File: src/logic/sram_pkg.sv
package sram_pkg;

    // bus widths
    localparam int data_w = 32;
    localparam int addr_w = 32;
    localparam int strb_w = data_w / 8;

    typedef enum logic {
        mem_read  = 1'b0,
        mem_write = 1'b1
    } mem_op_e;

    // AXI-lite response codes, only the two used here
    typedef enum logic [1:0] {
        resp_okay   = 2'b00,
        resp_slverr = 2'b10
    } axil_resp_e;

    typedef enum logic [1:0] {
        eng_idle = 2'b00,
        eng_wait = 2'b01,
        eng_done = 2'b10
    } eng_state_e;

    // one request from the capture side to the engine
    typedef struct packed {
        mem_op_e             op;
        logic [addr_w-1:0]   addr;
        logic [data_w-1:0]   wdata;
        logic [strb_w-1:0]   wstrb;
    } mem_req_t;

    // one response from the engine to the output side
    typedef struct packed {
        mem_op_e             op;
        logic [data_w-1:0]   rdata;
        axil_resp_e          resp;
    } mem_rsp_t;

endpackage

File: src/logic/axil_req_capture.sv
`timescale 1ns/1ns

module axil_req_capture
    import sram_pkg::*;
(
    input  logic                clk,
    input  logic                arst_n,
    input  logic [addr_w-1:0]   araddr,
    input  logic                arvalid,
    output logic                arready,
    input  logic [addr_w-1:0]   awaddr,
    input  logic                awvalid,
    output logic                awready,
    input  logic [data_w-1:0]   wdata,
    input  logic [strb_w-1:0]   wstrb,
    input  logic                wvalid,
    output logic                wready,
    output logic                req_valid,
    output mem_req_t            req,
    input  logic                req_ready
);

    logic                active;
    logic                rd_full;
    logic                rd_elig;
    logic [addr_w-1:0]   rd_addr;
    logic                aw_full;
    logic [addr_w-1:0]   aw_addr;
    logic                w_full;
    logic [data_w-1:0]   w_data;
    logic [strb_w-1:0]   w_strb;
    logic                wr_elig;
    logic                holding;
    mem_op_e             hold_op;
    mem_op_e             last_op;
    mem_op_e             grant_op;
    logic                take;
    logic                rd_take;
    logic                wr_take;

    // readies come up one clock after reset release
    assign arready = active & ~rd_full;
    assign awready = active & ~aw_full;
    assign wready  = active & ~w_full;

    // once offered, a request keeps its grant until accepted
    always_comb begin
        if (holding) begin
            grant_op = hold_op;
        end else if (rd_elig && wr_elig) begin
            grant_op = (last_op == mem_write) ? mem_read : mem_write;
        end else if (rd_elig) begin
            grant_op = mem_read;
        end else begin
            grant_op = mem_write;
        end
    end

    assign req_valid = rd_elig | wr_elig;
    assign take      = req_valid & req_ready;
    assign rd_take   = take & (grant_op == mem_read);
    assign wr_take   = take & (grant_op == mem_write);

    always_comb begin
        req.op = grant_op;
        if (grant_op == mem_read) begin
            req.addr  = rd_addr;
            req.wdata = '0;
            req.wstrb = '0;
        end else begin
            req.addr  = aw_addr;
            req.wdata = w_data;
            req.wstrb = w_strb;
        end
    end

    always_ff @(posedge clk or negedge arst_n) begin
        if (!arst_n) begin
            active  <= 1'b0;
            rd_full <= 1'b0;
            rd_elig <= 1'b0;
            aw_full <= 1'b0;
            w_full  <= 1'b0;
            wr_elig <= 1'b0;
            holding <= 1'b0;
            hold_op <= mem_read;
            last_op <= mem_write;
        end else begin
            active  <= 1'b1;
            rd_elig <= rd_full & ~rd_take;
            wr_elig <= aw_full & w_full & ~wr_take;
            holding <= req_valid & ~req_ready;
            hold_op <= grant_op;
            if (arvalid && arready) begin
                rd_full <= 1'b1;
            end else if (rd_take) begin
                rd_full <= 1'b0;
            end
            if (awvalid && awready) begin
                aw_full <= 1'b1;
            end else if (wr_take) begin
                aw_full <= 1'b0;
            end
            if (wvalid && wready) begin
                w_full <= 1'b1;
            end else if (wr_take) begin
                w_full <= 1'b0;
            end
            if (take) begin
                last_op <= grant_op;
            end
        end
    end

    // holding registers
    always_ff @(posedge clk) begin
        if (arvalid && arready) begin
            rd_addr <= araddr;
        end
        if (awvalid && awready) begin
            aw_addr <= awaddr;
        end
        if (wvalid && wready) begin
            w_data <= wdata;
            w_strb <= wstrb;
        end
    end

endmodule

File: config.mk
export PLATFORM = sky130hd
export DESIGN_NAME = axil_req_capture
export DESIGN_NICKNAME = d
export VERILOG_FILES = /design/src/logic/sram_pkg.sv /design/src/logic/axil_req_capture.sv
export SDC_FILE = /design/constraint.sdc
export NUM_CORES = 1
export LEC_CHECK = 0
export ABC_AREA = 1
export BUFFER_PORTS_ARGS = -buffer_cell sky130_fd_sc_hd__buf_4
export CAP_MARGIN = 20
export CORE_MARGIN = 2
export CORE_UTILIZATION = 40
export DETAILED_ROUTE_END_ITERATION = 8
export PLACE_DENSITY_LB_ADDON = 0.3
export SYNTH_ARGS = -nofsm -noshare
export SYNTH_HDL_FRONTEND = slang
export SYNTH_SLANG_ARGS = --single-unit
export TNS_END_PERCENT = 10
File: constraint.sdc
create_clock -name clk -period 4.2 [get_ports clk]
set_input_delay 0.42 -clock clk [delete_from_list [all_inputs] [get_ports clk]]
set_output_delay 0.42 -clock clk [all_outputs]
set_load 0.05 [all_outputs]
; Word-level counts from Yosys, hierarchy flattened
; Cells that the tools add are included.
[classes]
addsub = 0
multipliers = 0
div_mod_pow = 0
magnitude_cmp = 0
n_eq_ne = 0
n_shift = 0
n_mux = 10
n_bitwise = 18
n_reduce_logical = 7
[op_table]
columns = op, count
row1 = 68-bit two-way mux, 1
row2 = 1-bit bitwise AND, 10
row3 = 1-bit two-way mux, 9
row4 = 1-bit inverter, 7
row5 = 2-bit nonzero test, 3
row6 = 1-bit logical AND, 4
row7 = 1-bit OR, 1
[word_totals]
register_bits = 109
latchBits = 0
ramBits = 0
mem_bits_ro = 0
mem_count = 0

; Longest topological paths before layout
[depth]
ltp_word = 7
depth_mapped = 8
ltp_nobuf = 7

; Worst setup path before layout
; OpenSTA, ideal clock, no wires.
[synth_timing]
kind = reg2reg
start = reg w_full
end = reg w_data[0], enable pin
arrival_time_ns = 1.976
required_time_ns = 3.809
slack_ns = 1.833
stages_incl_launch_ff = 4
path_buffers = 0
synth_period_minus_slack_ns = 2.367
cell_sequence = dfrtp_1 -> nor2_1 -> nand2_1 -> inv_1
[synth_between]
elab_chain_cells = 3
[synth_lines]
columns = item, line_no
row1 = from (decl), axil_req_capture.sv:29  ; logic w_full;
row2 = from (signal assigned), axil_req_capture.sv:83  ; w_full <= 1'b0;
row3 = from (signal assigned), axil_req_capture.sv:105  ; w_full <= 1'b1;
row4 = from (signal assigned), axil_req_capture.sv:107  ; w_full <= 1'b0;
row5 = 1-bit inverter, axil_req_capture.sv:44  ; assign wready = active & ~w_full;
row6 = 1-bit bitwise AND, axil_req_capture.sv:44
row7 = net wready, axil_req_capture.sv:17  ; output logic wready,
row8 = 1-bit logical AND, axil_req_capture.sv:123  ; if (wvalid && wready) begin
row9 = to (signal assigned), axil_req_capture.sv:124  ; w_data <= wdata;
row10 = to (decl), axil_req_capture.sv:30  ; logic [data_w-1:0] w_data;
; The timed path passes the listed nets, and every way through them passes these cells.
; A chain may end at the register's enable or synchronous reset.

==> summary.txt <==
SETUP PATH
---------------------------------------------------------------------------------
Type of element capturing the critical path                            output pin
Worst setup path class                                               flip-flop to output pin
Startpoint type of the worst setup path                                 flip-flop
Arrival time reported for the critical path endpoint                      2.54 ns
Data required time at the worst endpoint                                  3.78 ns
Crit-path max FO                                                               70

OUTCOME
---------------------------------------------------------------------------------
Run status                                                           finished clean

POWER AND IR DROP
---------------------------------------------------------------------------------
VDD IR-drop max                                                            463 uV
Switching Fraction                                                          49.1%
Internal Power                                                            2.40 mW
Clock share of power                                                        15.3%
Pwr Density                                                            814 mW/mm2
Leakage                                                                   2.72 nW
Total net switching power                                                 2.31 mW
Sequential cell fraction of total power                                     29.5%
Power Total                                                               4.71 mW
Relative contribution of combinational cells to total power                 55.2%

GLOBAL ROUTING
---------------------------------------------------------------------------------
Vias in the first global route                                               2777
Antenna violations before repair                                                0
First-pass GRT wire length                                               13300 um
Overall fraction of global-route tracks in use                              15.7%
Largest net degree at the start of global routing                              71
GR Overflow Total                                                               0

CTS
---------------------------------------------------------------------------------
H-tree levels                                                                   3
Clock Path Buffers                                                              2
CTS root buffer                                                          clkbuf_8
Clock-pin slew on the worst setup and hold paths                          0.09 ns
TritonCTS clock tree                                                          yes
Post-CTS setup buffer count                                                     0
Number of clock sinks seen by CTS                                             109
Clock latency on the worst-skew pair                                      0.36 ns
Number of buffers created by CTS                                                9

SYNTH
---------------------------------------------------------------------------------
Xor/xnor share of the synthesized area                                         0%
Synth Register Bits                                                           109
Top cell type's share of synthesized area                                   73.3%
Compound-gate portion of the synthesized area                              0.122%
Avg Inst Size Synth                                                      12.5 um2
Dominant combinational cell family by area after synthesis           simple AND/OR/NAND/NOR gates
Netlist area before placement                                         0.00410 mm2
Number of unique standard cell types used by synthesis                         16
Sequential fraction of the synthesis area                                   78.8%
Warning count from the yosys run                                                0
Adder-Cell Fraction of Synth Area                                              0%
Simple logic cell fraction of the synthesized area                          14.6%
Post-synth net total                                                          433
Cells taking the most area after synthesis                           edfxtp_1 73%, nand2_1 10%, dfrtp_1 4.9%, inv_1 4.4%, nor2_1 3.8%
Most area-hungry cell type in the Yosys netlist                          edfxtp_1
Mux share of post-synthesis cell area                                          0%
Number of standard cells after synthesis                                      327

CELLS AND AREA
---------------------------------------------------------------------------------
Layout overhead on the synthesized area                                     41.2%
Fin nets                                                                      615
Layout cell share with drive strength beyond 1                              39.0%
Number of inserted filler cells in the final layout                           816
Commonest non-fill, non-tap cell in the layout                              buf_4
Count of inserted antenna diode cells                                           0
Post-route core utilization                                                 58.6%
Commonest cells after routing, fill and taps aside                   181 x buf_4, 110 x nand2_1, 100 x edfxtp_1

PLACEMENT
---------------------------------------------------------------------------------
Placer Congestion                                                           0.804
Estimated wirelength of the detail-placed design                          6120 um
Port Buffers                                                                  178

FLOORPLANNING
---------------------------------------------------------------------------------
Die width                                                                  105 um
I/O pin count                                                                 179
Row count                                                                      36
Die Height                                                                 105 um
Placeable core region                                                 0.00986 mm2
Floorplan die area                                                     0.0111 mm2
Effective utilization at floorplan                                          41.5%

TIMING
---------------------------------------------------------------------------------
Worst Hold Margin                                                        0.220 ns
RSZ-0062 raised after global routing                                           no
Setup tns final                                                              0 ns
Final max-slew violation count                                                  0
Achievable Freq                                                         0.338 GHz
Worst clock skew                                                        0.0128 ns
Worst slew pin tran                                                      0.757 ns
Slew margin rel.                                                            49.6%
Period minus WS final                                                     2.96 ns
Number of hold violations in the final report                                   0
Number of endpoints failing setup at the final stage                            0
Share of the cycle needed by the critical path after routing                70.4%

HOLD PATH
---------------------------------------------------------------------------------
Worst hold-check path type                                           input pin to flip-flop

DRT
---------------------------------------------------------------------------------
1st-iter DRT viols                                                            106
Number of optimization iterations in the first detailed-route pass              6
Post-detailed-route count of antenna-violating nets                             0
Aggregate routed wire length                                              8680 um
Routed len/inst                                                           13.4 um
DRC violations left                                                             0
Via-to-Cell Ratio                                                            4.36
Overall via count from detail_route                                          2815

RUN
---------------------------------------------------------------------------------
Max Cap Violations                                                              0

[cell usage after synthesis]
| master | number |
|---|---|
| dfstp_2 | 1 |
| nand2_1 | 110 |
| nor2_1 | 42 |
| buf_2 | 6 |
| nor2_2 | 1 |
| o21ai_0 | 1 |
| nand3_1 | 1 |
| buf_6 | 2 |
| nand2_4 | 1 |
| dfrtp_1 | 8 |
| buf_4 | 3 |
| inv_1 | 48 |
| nand2_2 | 1 |
| conb_1 | 1 |
| edfxtp_1 | 100 |
| inv_2 | 1 |
[per-stage QoR]
step	cell area [um2]	setup slack, ns	instances
floorplan	4100	1.83	327
global placement	5550	1.66	630
detailed placement	5550	1.60	630
CTS	5780	1.19	646
global route	5780	1.01	646
finish	5780	1.24	646
[power groups by stage]
stage	registers, mW	logic [mW]	clock network, mW
4_1_cts	1.39	2.63	0.734
5_1_grt	1.40	2.75	0.779
6_report	1.39	2.60	0.723
3_3_place_gp	1.41	2.60	0
3_5_place_dp	1.41	2.62	0
2_1_floorplan	1.40	1.89	0
[layer usage]
layer	up-vias	wire [um]	track usage [%]
met3	8	783	5.86
li1	1389	-	-
met2	143	4100	25.2
met4	0	89	4.38
met1	1275	3710	19.9
met5	-	0	0
[final timing paths]
| check | from | end | slack (ns) | depth (start not counted) |
|---|---|---|---|---|
| worst max-delay path | last_op | req[58] | 1.24 | 8 |
| worst min-delay path | req_ready | holding | 0.22 | 2 |
| worst max register to register | last_op | hold_op | 2.20 | 5 |
| worst min register to register | rd_full | rd_elig | 0.51 | 2 |
| max in group asynchronous | arst_n | last_op | 3.55 | 2 |
| min in group asynchronous | arst_n | w_full | 0.43 | 2 |
[critical path, cell delays in order, from the launching register on]
cell	delay, ns
dfstp_2	0.52
inv_1	0.04
nand2_1	0.07
nand2_2	0.08
nand2_4	0.50
inv_2	0.47
nand2_1	0.14
nand2_1	0.08
buf_4	0.20
[area by class of cell]
type / count / area (um2) / area share [%]
clock buffers: 10 / 128 / 2.21
multi-input cells: 158 / 608 / 10.5
flip-flops and latches: 109 / 3230 / 55.8
clock inverters: 5 / 100 / 1.73
repair buffers: 182 / 1370 / 23.7
inverters: 49 / 184 / 3.18
well taps: 133 / 166 / 2.88
[kinds of logic after synthesis]
family | count (synthesis)
other | 1
buffers and inverters | 60
AND/OR/NAND/NOR | 156
flip-flops | 109
AO/OA/AOI/OAI | 1
[state kept, by name (all words and copies together), names as in the netlist]
signal / cells
active: 1
w_full: 1
rd_full: 1
holding: 1
aw_addr: 32
rd_elig: 1
aw_full: 1
w_data: 32
w_strb: 4
rd_addr: 32
wr_elig: 1
hold_op: 1
last_op: 1
[repair_timing]
item | CTS | global route
setup endpoints to repair | 0 | 0
hold buffers | 1 | 0
hold endpoints to repair | 8 | 0
gates resized for setup | 0 | 0
Note: power is estimated with default switching activity, not from simulation.
