File: config.mk
export PLATFORM = sky130hd
export DESIGN_NAME = axil_resp_drive
export DESIGN_NICKNAME = d
export VERILOG_FILES = /design/src/logic/sram_pkg.sv /design/src/logic/axil_resp_drive.sv
export SDC_FILE = /design/constraint.sdc
export NUM_CORES = 1
export LEC_CHECK = 0
export BUFFER_PORTS_ARGS = -buffer_cell sky130_fd_sc_hd__buf_2
export CAP_MARGIN = 20
export CORE_MARGIN = 2
export CORE_UTILIZATION = 40
export CTS_CLUSTER_DIAMETER = 120
export DETAILED_ROUTE_END_ITERATION = 12
export PLACE_DENSITY = 0.77
export SLEW_MARGIN = 10
export SYNTH_ARGS = -nofsm -noshare
export SYNTH_HDL_FRONTEND = slang
export SYNTH_SLANG_ARGS = --single-unit
File: constraint.sdc
create_clock -name clk -period 3.05 [get_ports clk]
set_clock_uncertainty 0.2 [all_clocks]
set_input_delay 0.1525 -clock clk [delete_from_list [all_inputs] [get_ports clk]]
set_output_delay 0.1525 -clock clk [all_outputs]
set_load 0.02 [all_outputs]
File: src/logic/sram_pkg.sv
package sram_pkg;

    // bus widths
    localparam int data_w = 32;
    localparam int addr_w = 32;
    localparam int strb_w = data_w / 8;

    typedef enum logic {
        mem_read  = 1'b0,
        mem_write = 1'b1
    } mem_op_e;

    // AXI-lite response codes, only the two used here
    typedef enum logic [1:0] {
        resp_okay   = 2'b00,
        resp_slverr = 2'b10
    } axil_resp_e;

    typedef enum logic [1:0] {
        eng_idle = 2'b00,
        eng_wait = 2'b01,
        eng_done = 2'b10
    } eng_state_e;

    // one request from the capture side to the engine
    typedef struct packed {
        mem_op_e             op;
        logic [addr_w-1:0]   addr;
        logic [data_w-1:0]   wdata;
        logic [strb_w-1:0]   wstrb;
    } mem_req_t;

    // one response from the engine to the output side
    typedef struct packed {
        mem_op_e             op;
        logic [data_w-1:0]   rdata;
        axil_resp_e          resp;
    } mem_rsp_t;

endpackage

File: src/logic/axil_resp_drive.sv
`timescale 1ns/1ns

module axil_resp_drive
    import sram_pkg::*;
(
    input  logic                clk,
    input  logic                arst_n,
    input  logic                rsp_valid,
    input  mem_rsp_t            rsp,
    output logic                rsp_ready,
    output logic [data_w-1:0]   rdata,
    output axil_resp_e          rresp,
    output logic                rvalid,
    input  logic                rready,
    output axil_resp_e          bresp,
    output logic                bvalid,
    input  logic                bready
);

    logic   rsp_take;
    logic   r_load;
    logic   b_load;

    // ready only when the matching slot is free
    assign rsp_ready = (rsp.op == mem_read) ? ~rvalid : ~bvalid;
    assign rsp_take  = rsp_valid & rsp_ready;
    assign r_load    = rsp_take & (rsp.op == mem_read);
    assign b_load    = rsp_take & (rsp.op == mem_write);

    always_ff @(posedge clk or negedge arst_n) begin
        if (!arst_n) begin
            rvalid <= 1'b0;
            bvalid <= 1'b0;
        end else begin
            if (r_load) begin
                rvalid <= 1'b1;
            end else if (rready) begin
                rvalid <= 1'b0;
            end
            if (b_load) begin
                bvalid <= 1'b1;
            end else if (bready) begin
                bvalid <= 1'b0;
            end
        end
    end

    // payload held until the slot is accepted
    always_ff @(posedge clk) begin
        if (r_load) begin
            rdata <= rsp.rdata;
            rresp <= rsp.resp;
        end
        if (b_load) begin
            bresp <= rsp.resp;
        end
    end

endmodule

* After elaboration in Yosys (flattened, before gate mapping) *
Cells that the tools add are included.

operators by class
  mux-type cells = 5
  bitwise logic cells = 6
  reduce and logical (&&, ||, !) cells = 2

operators by type and width
  kind               count
  $mux 1             5
  $reduce_bool 2->1  2
  $and 1x1->1        3
  $not 1->1          3

storage, ports and cells
  register bits after elaboration = 38
  input bits = 40
  output and inout bits = 39

* Logic depth before layout (Yosys ltp) *
  depth after elaboration = 5
  mapped depth = 2
  mapped depth without buffers = 2

* Worst setup path after synthesis *
Ideal clock, no wire load.

  kind = register to register
  start point = reg rvalid
  end point = reg rdata[0], enable pin
  arrival time = 1.906 ns
  data required time = 2.429 ns
  slack = 0.523 ns
  stages on the path, launching flop included = 2
  buffers on the path = 0
  cell sequence = dfrtp_1 nor3b_2

on the way
  longest elaborated chain between the ends = 4

ends and longest elaborated chain
  element                   RTL line               text
  start: declaration        axil_resp_drive.sv:13  output logic rvalid,
  start signal: assignment  axil_resp_drive.sv:32  rvalid <= 1'b0;
  start signal: assignment  axil_resp_drive.sv:36  rvalid <= 1'b1;
  start signal: assignment  axil_resp_drive.sv:38  rvalid <= 1'b0;
  $not 1->1                 axil_resp_drive.sv:25  assign rsp_ready = (rsp.op == mem_read) ? ~rvalid : ~bvalid;
  $mux 1                    axil_resp_drive.sv:25
  $and 1x1->1               axil_resp_drive.sv:26  assign rsp_take = rsp_valid & rsp_ready;
  $and 1x1->1               axil_resp_drive.sv:27  assign r_load = rsp_take & (rsp.op == mem_read);
  net r_load                axil_resp_drive.sv:21  logic r_load;
  end signal: assignment    axil_resp_drive.sv:51  rdata <= rsp.rdata;
  end: declaration          axil_resp_drive.sv:11  output logic [data_w-1:0] rdata,

The timed path passes the listed nets, and every way through them passes these cells.
A chain may end at the register's enable or synchronous reset.

* Final worst setup path *
  start point = reg bvalid
  end point = reg bvalid

on the way
  longest elaborated chain between the ends = 5

ends and longest elaborated chain
  element                                             RTL line               text
  start: declaration                                  axil_resp_drive.sv:16  output logic bvalid,
  start signal: assignment                            axil_resp_drive.sv:33  bvalid <= 1'b0;
  start signal: assignment                            axil_resp_drive.sv:41  bvalid <= 1'b1;
  start signal: assignment                            axil_resp_drive.sv:43  bvalid <= 1'b0;
  $not 1->1 *                                         axil_resp_drive.sv:25
  $mux 1 *                                            axil_resp_drive.sv:25
  $and 1x1->1 *                                       axil_resp_drive.sv:26
  $and 1x1->1 *                                       axil_resp_drive.sv:28  assign b_load = rsp_take & (rsp.op == mem_write);
  $mux 1 / $reduce_bool 2->1 (equally long branches)  n/a

Mark *: on every way between the ends. The rest lies on a longest branch, timed or not.

==> impl_table.tex <==
\begin{tabular}{lr}
\hline
Metric & Value \\
\hline
\multicolumn{2}{l}{\textbf{Outcome}} \\
\quad Run status & complete, no violations \\
\multicolumn{2}{l}{\textbf{Hold path}} \\
\quad WHS Path Cells & 3 \\
\quad Launch instance of the worst min-delay path & rsp\_valid \\
\quad Class of the tightest hold or removal check & primary input to flop \\
\quad WHS Endpoint & bresp[0] \\
\multicolumn{2}{l}{\textbf{Pwr}} \\
\quad Leakage power summed over all cells & 0.000905 uW \\
\quad Proportion of power drawn by combinational gates & 0.145 \\
\quad Psw & 225 uW \\
\quad Share of power burned in registers & 0.618 \\
\quad Switching power as a share of total power & 0.229 \\
\quad Internal power & 760 uW \\
\quad Pwr/cell area & 475 nW/um2 \\
\quad Worst vdd ir & 0.000384 V \\
\quad Total power consumption of the routed design & 985 uW \\
\quad Portion of total power attributed to the clock network & 0.237 \\
\multicolumn{2}{l}{\textbf{Synth}} \\
\quad Largest cells by area after synthesis & sky130\_fd\_sc\_hd\_\_edfxtp\_1 91\%, sky130\_fd\_sc\_hd\_\_dfrtp\_1 4.2\%, sky130\_fd\_sc\_hd\_\_mux2i\_1 1.7\% \\
\quad Average cell area after synthesis & 26.3 um2 \\
\quad Number of flip-flops and latches in the synthesized netlist & 38 \\
\quad Post-Synthesis Cell Area & 1180 um2 \\
\quad Sequential-to-total area share from yosys stat & 0.957 \\
\quad Portion of synthesized cell area occupied by the leading cell type & 0.914 \\
\quad Yosys warns & 0 \\
\quad Post-synth net total & 85 \\
\quad Count of distinct cell types in the synthesized netlist & 8 \\
\quad Leading area contributor after synthesis & sky130\_fd\_sc\_hd\_\_edfxtp\_1 \\
\quad Cells after synthesis & 45 \\
\multicolumn{2}{l}{\textbf{Critical path}} \\
\quad Critical path capture point type & flop \\
\quad Cell family contributing the most delay on the critical path & buffers and inverters \\
\quad Cell with the largest stage delay on the worst path & sky130\_fd\_sc\_hd\_\_dlygate4sd3\_1 \\
\quad Number of cells on the worst reg-to-reg path & 2 \\
\quad Flop2flop setup slack & 1.56 ns \\
\quad Worst setup SP type & flop \\
\quad Max incr delay on CP & 0.58 ns \\
\quad WP data required & 3.12 ns \\
\quad Beginning of the critical path & bvalid \\
\quad Cell-by-cell listing of the critical path & mux2i\_1 -> dlygate4sd3\_1 \\
\quad Arrival time of the worst setup path & 1.56 ns \\
\quad Buffering stage count on the worst path with inverters included & 1 \\
\quad FF-to-FF End & bvalid \\
\quad Highest net fanout along the worst path & 4 \\
\quad Setup CP Type & flop to flop \\
\quad Startpoint of the worst-slack reg-to-reg timing path & bvalid \\
\multicolumn{2}{l}{\textbf{Global route}} \\
\quad Global routing usage summed across all routing layers & 0.191 \\
\quad Number of global-route vias before repair & 999 \\
\quad Met2 layer usage reported by global route & 0.324 \\
\quad Total gr overflow & 0 \\
\quad Antenna violations before repair & 0 \\
\quad Most congested layer reported by global routing & met2 \\
\quad First-pass GRT wire length & 4530 um \\
\quad GR met1 Demand/Resource & 0.191 \\
\quad Pin count of the biggest net entering global routing & 20 \\
\quad GR Layer Usage met3 & 0.0989 \\
\multicolumn{2}{l}{\textbf{Placed design}} \\
\quad Count of port buffers added during placement & 78 \\
\quad Final weighted congestion in routability-driven placement & 0.671 \\
\quad Dpl cells & 156 \\
\quad Detailed placer's ending HPWL & 1630 um \\
\multicolumn{2}{l}{\textbf{Floorplan}} \\
\quad Starting density of the core & 0.425 \\
\quad Number of rows created at floorplan & 19 \\
\quad Die Y & 58.4 um \\
\quad Area enclosed by the die boundary & 3410 um2 \\
\quad IO Pins & 79 \\
\quad Core region area & 2780 um2 \\
\quad Width of the die & 58.4 um \\
\multicolumn{2}{l}{\textbf{Final layout}} \\
\quad Area growth from synthesis to final layout & 75.3\% \\
\quad Area occupied by multi-input gates & 53.8 um2 \\
\quad Filler cell count in the final layout & 170 \\
\quad Most common library cell in the layout ignoring fill and taps & sky130\_fd\_sc\_hd\_\_buf\_2 \\
\quad Layout cell share with drive strength beyond 1 & 0.506 \\
\quad Antenna Diode Count & 0 \\
\quad Final standard cell count with taps included and fillers excluded & 203 \\
\quad Layout Nets & 211 \\
\quad Most frequent cells in the layout & 78 x sky130\_fd\_sc\_hd\_\_buf\_2, 39 x sky130\_fd\_sc\_hd\_\_dlygate4sd3\_1, 36 x sky130\_fd\_sc\_hd\_\_edfxtp\_1 \\
\quad Storage element area & 1130 um2 \\
\multicolumn{2}{l}{\textbf{Timing}} \\
\quad Share of the clock period used by the worst path after layout & 0.489 \\
\quad Worst slew margin relative to its limit & 0.844 \\
\quad Setup repair after global routing missed its margin & false \\
\quad Hold Vio Cnt, Final & 0 \\
\quad Maximum frequency from static timing analysis & 670 MHz \\
\quad Final hold slack & 0.0574 ns \\
\quad Min cycle time layout & 1.49 ns \\
\quad Slew at the pin closest to its max-slew limit & 0.235 ns \\
\quad Final Setup Violations & 0 \\
\quad Setup TNS & 0 ns \\
\quad Slew Viols, Final & 0 \\
\multicolumn{2}{l}{\textbf{Clock tree}} \\
\quad Clock insertion delay at the later pin of the skew report & 0.33 ns \\
\quad Number of CTS-inserted buffers & 5 \\
\quad Clk sinks & 38 \\
\quad Buffers inserted by post-CTS timing repair & 0 \\
\quad Clock root buffer master & sky130\_fd\_sc\_hd\_\_clkbuf\_4 \\
\quad TritonCTS clock tree & done \\
\quad Max H-tree Level & 2 \\
\quad Number of hold buffers added after cts & 39 \\
\quad Post-CTS clock slew at the launch and capture registers of the worst setup and hold paths & 0.10 ns \\
\quad Buffer levels on the longest clock path & 2 \\
\quad Resize count post-CTS & 0 \\
\multicolumn{2}{l}{\textbf{Route}} \\
\quad DRC violation count after routing & 0 \\
\quad Detailed-route wire length & 2940 um \\
\quad Via total after detailed routing & 924 \\
\quad DRT iter0 DRCs & 12 \\
\quad Number of nets with antenna violations after detailed routing & 0 \\
\quad Number of vias per cell & 4.55 \\
\quad 1st-pass router iterations & 4 \\
\quad Avg WL per Cell & 14.5 um \\
\multicolumn{2}{l}{\textbf{Run}} \\
\quad Number of maximum-capacitance violations & 0 \\
\hline
\end{tabular}
==> metrics by stage <==
| stage | setup slack (ns) | instance area, um2 | utilization |
|---|---|---|---|
| after floorplan | 0.523 | 1180 | - |
| after global placement | 1.67 | 1630 | 0.587 |
| after detailed placement | 1.63 | 1630 | 0.587 |
| after CTS | 1.60 | 2070 | 0.745 |
| after global routing | 1.51 | 2070 | 0.745 |
| final | 1.56 | 2070 | 0.745 |
==> worst min-delay path: cells and delay by family <==
family / cells / cell delay (ns)
simple gates: 2 / 0.16
buf+inv: 1 / 0.10
==> routing by layer <==
metal  part of all wire  vias to the layer above
met5                  0                        -
met4              0.032                        0
met3               0.12                        9
met2               0.51                       58
met1               0.34                      430
li1                   -                      427
==> area by class of cell <==
cell class	instances	share of cell area
clock buffers	6	0.0199
well taps	31	0.0187
clock inverters	2	0.00422
repair buffers	119	0.384
inverters	1	0.00181
flip-flops and latches	38	0.546
multi-input cells	6	0.0260
==> Yosys cell counts <==
cell type,count
sky130_fd_sc_hd__nor2_1,1
sky130_fd_sc_hd__inv_1,1
sky130_fd_sc_hd__edfxtp_1,36
sky130_fd_sc_hd__mux2i_1,2
sky130_fd_sc_hd__nand2_1,1
sky130_fd_sc_hd__dfrtp_1,2
sky130_fd_sc_hd__a21o_1,1
sky130_fd_sc_hd__nor3b_2,1
==> power by group through the flow <==
| stage | clock, uW | sequential, uW | combinational [uW] |
|---|---|---|---|
| floorplan | 0 | 652 | 15.7 |
| global placement | 0 | 619 | 99.1 |
| detailed placement | 0 | 620 | 101 |
| CTS | 240 | 608 | 141 |
| global route | 255 | 612 | 153 |
| finish | 233 | 609 | 143 |
==> sequential cells by signal, indices dropped and copies added, names as in the netlist <==
register and flops:
bresp 2, bvalid 1, rdata 32, rresp 2
rvalid 1
==> worst max-delay path by stage <==
stage | end | slack, ns | cells past startpoint
after floorplan | rdata[0] | 0.52 | 1
after detailed placement | rdata[29] | 1.63 | 2
after CTS | rsp_ready | 1.60 | 2
after global placement | rdata[8] | 1.67 | 2
final | bvalid | 1.56 | 2
after global routing | bvalid | 1.51 | 2
==> cells by family after synthesis <==
kind of cell	after synthesis	synth area share
AO/OA/AOI/OAI	1	0.00635
buffers and inverters	1	0.00317
flip-flops	38	0.957
multiplexers	2	0.0169
AND/OR/NAND/NOR	3	0.0169
Power figures use the tool's default switching activity.
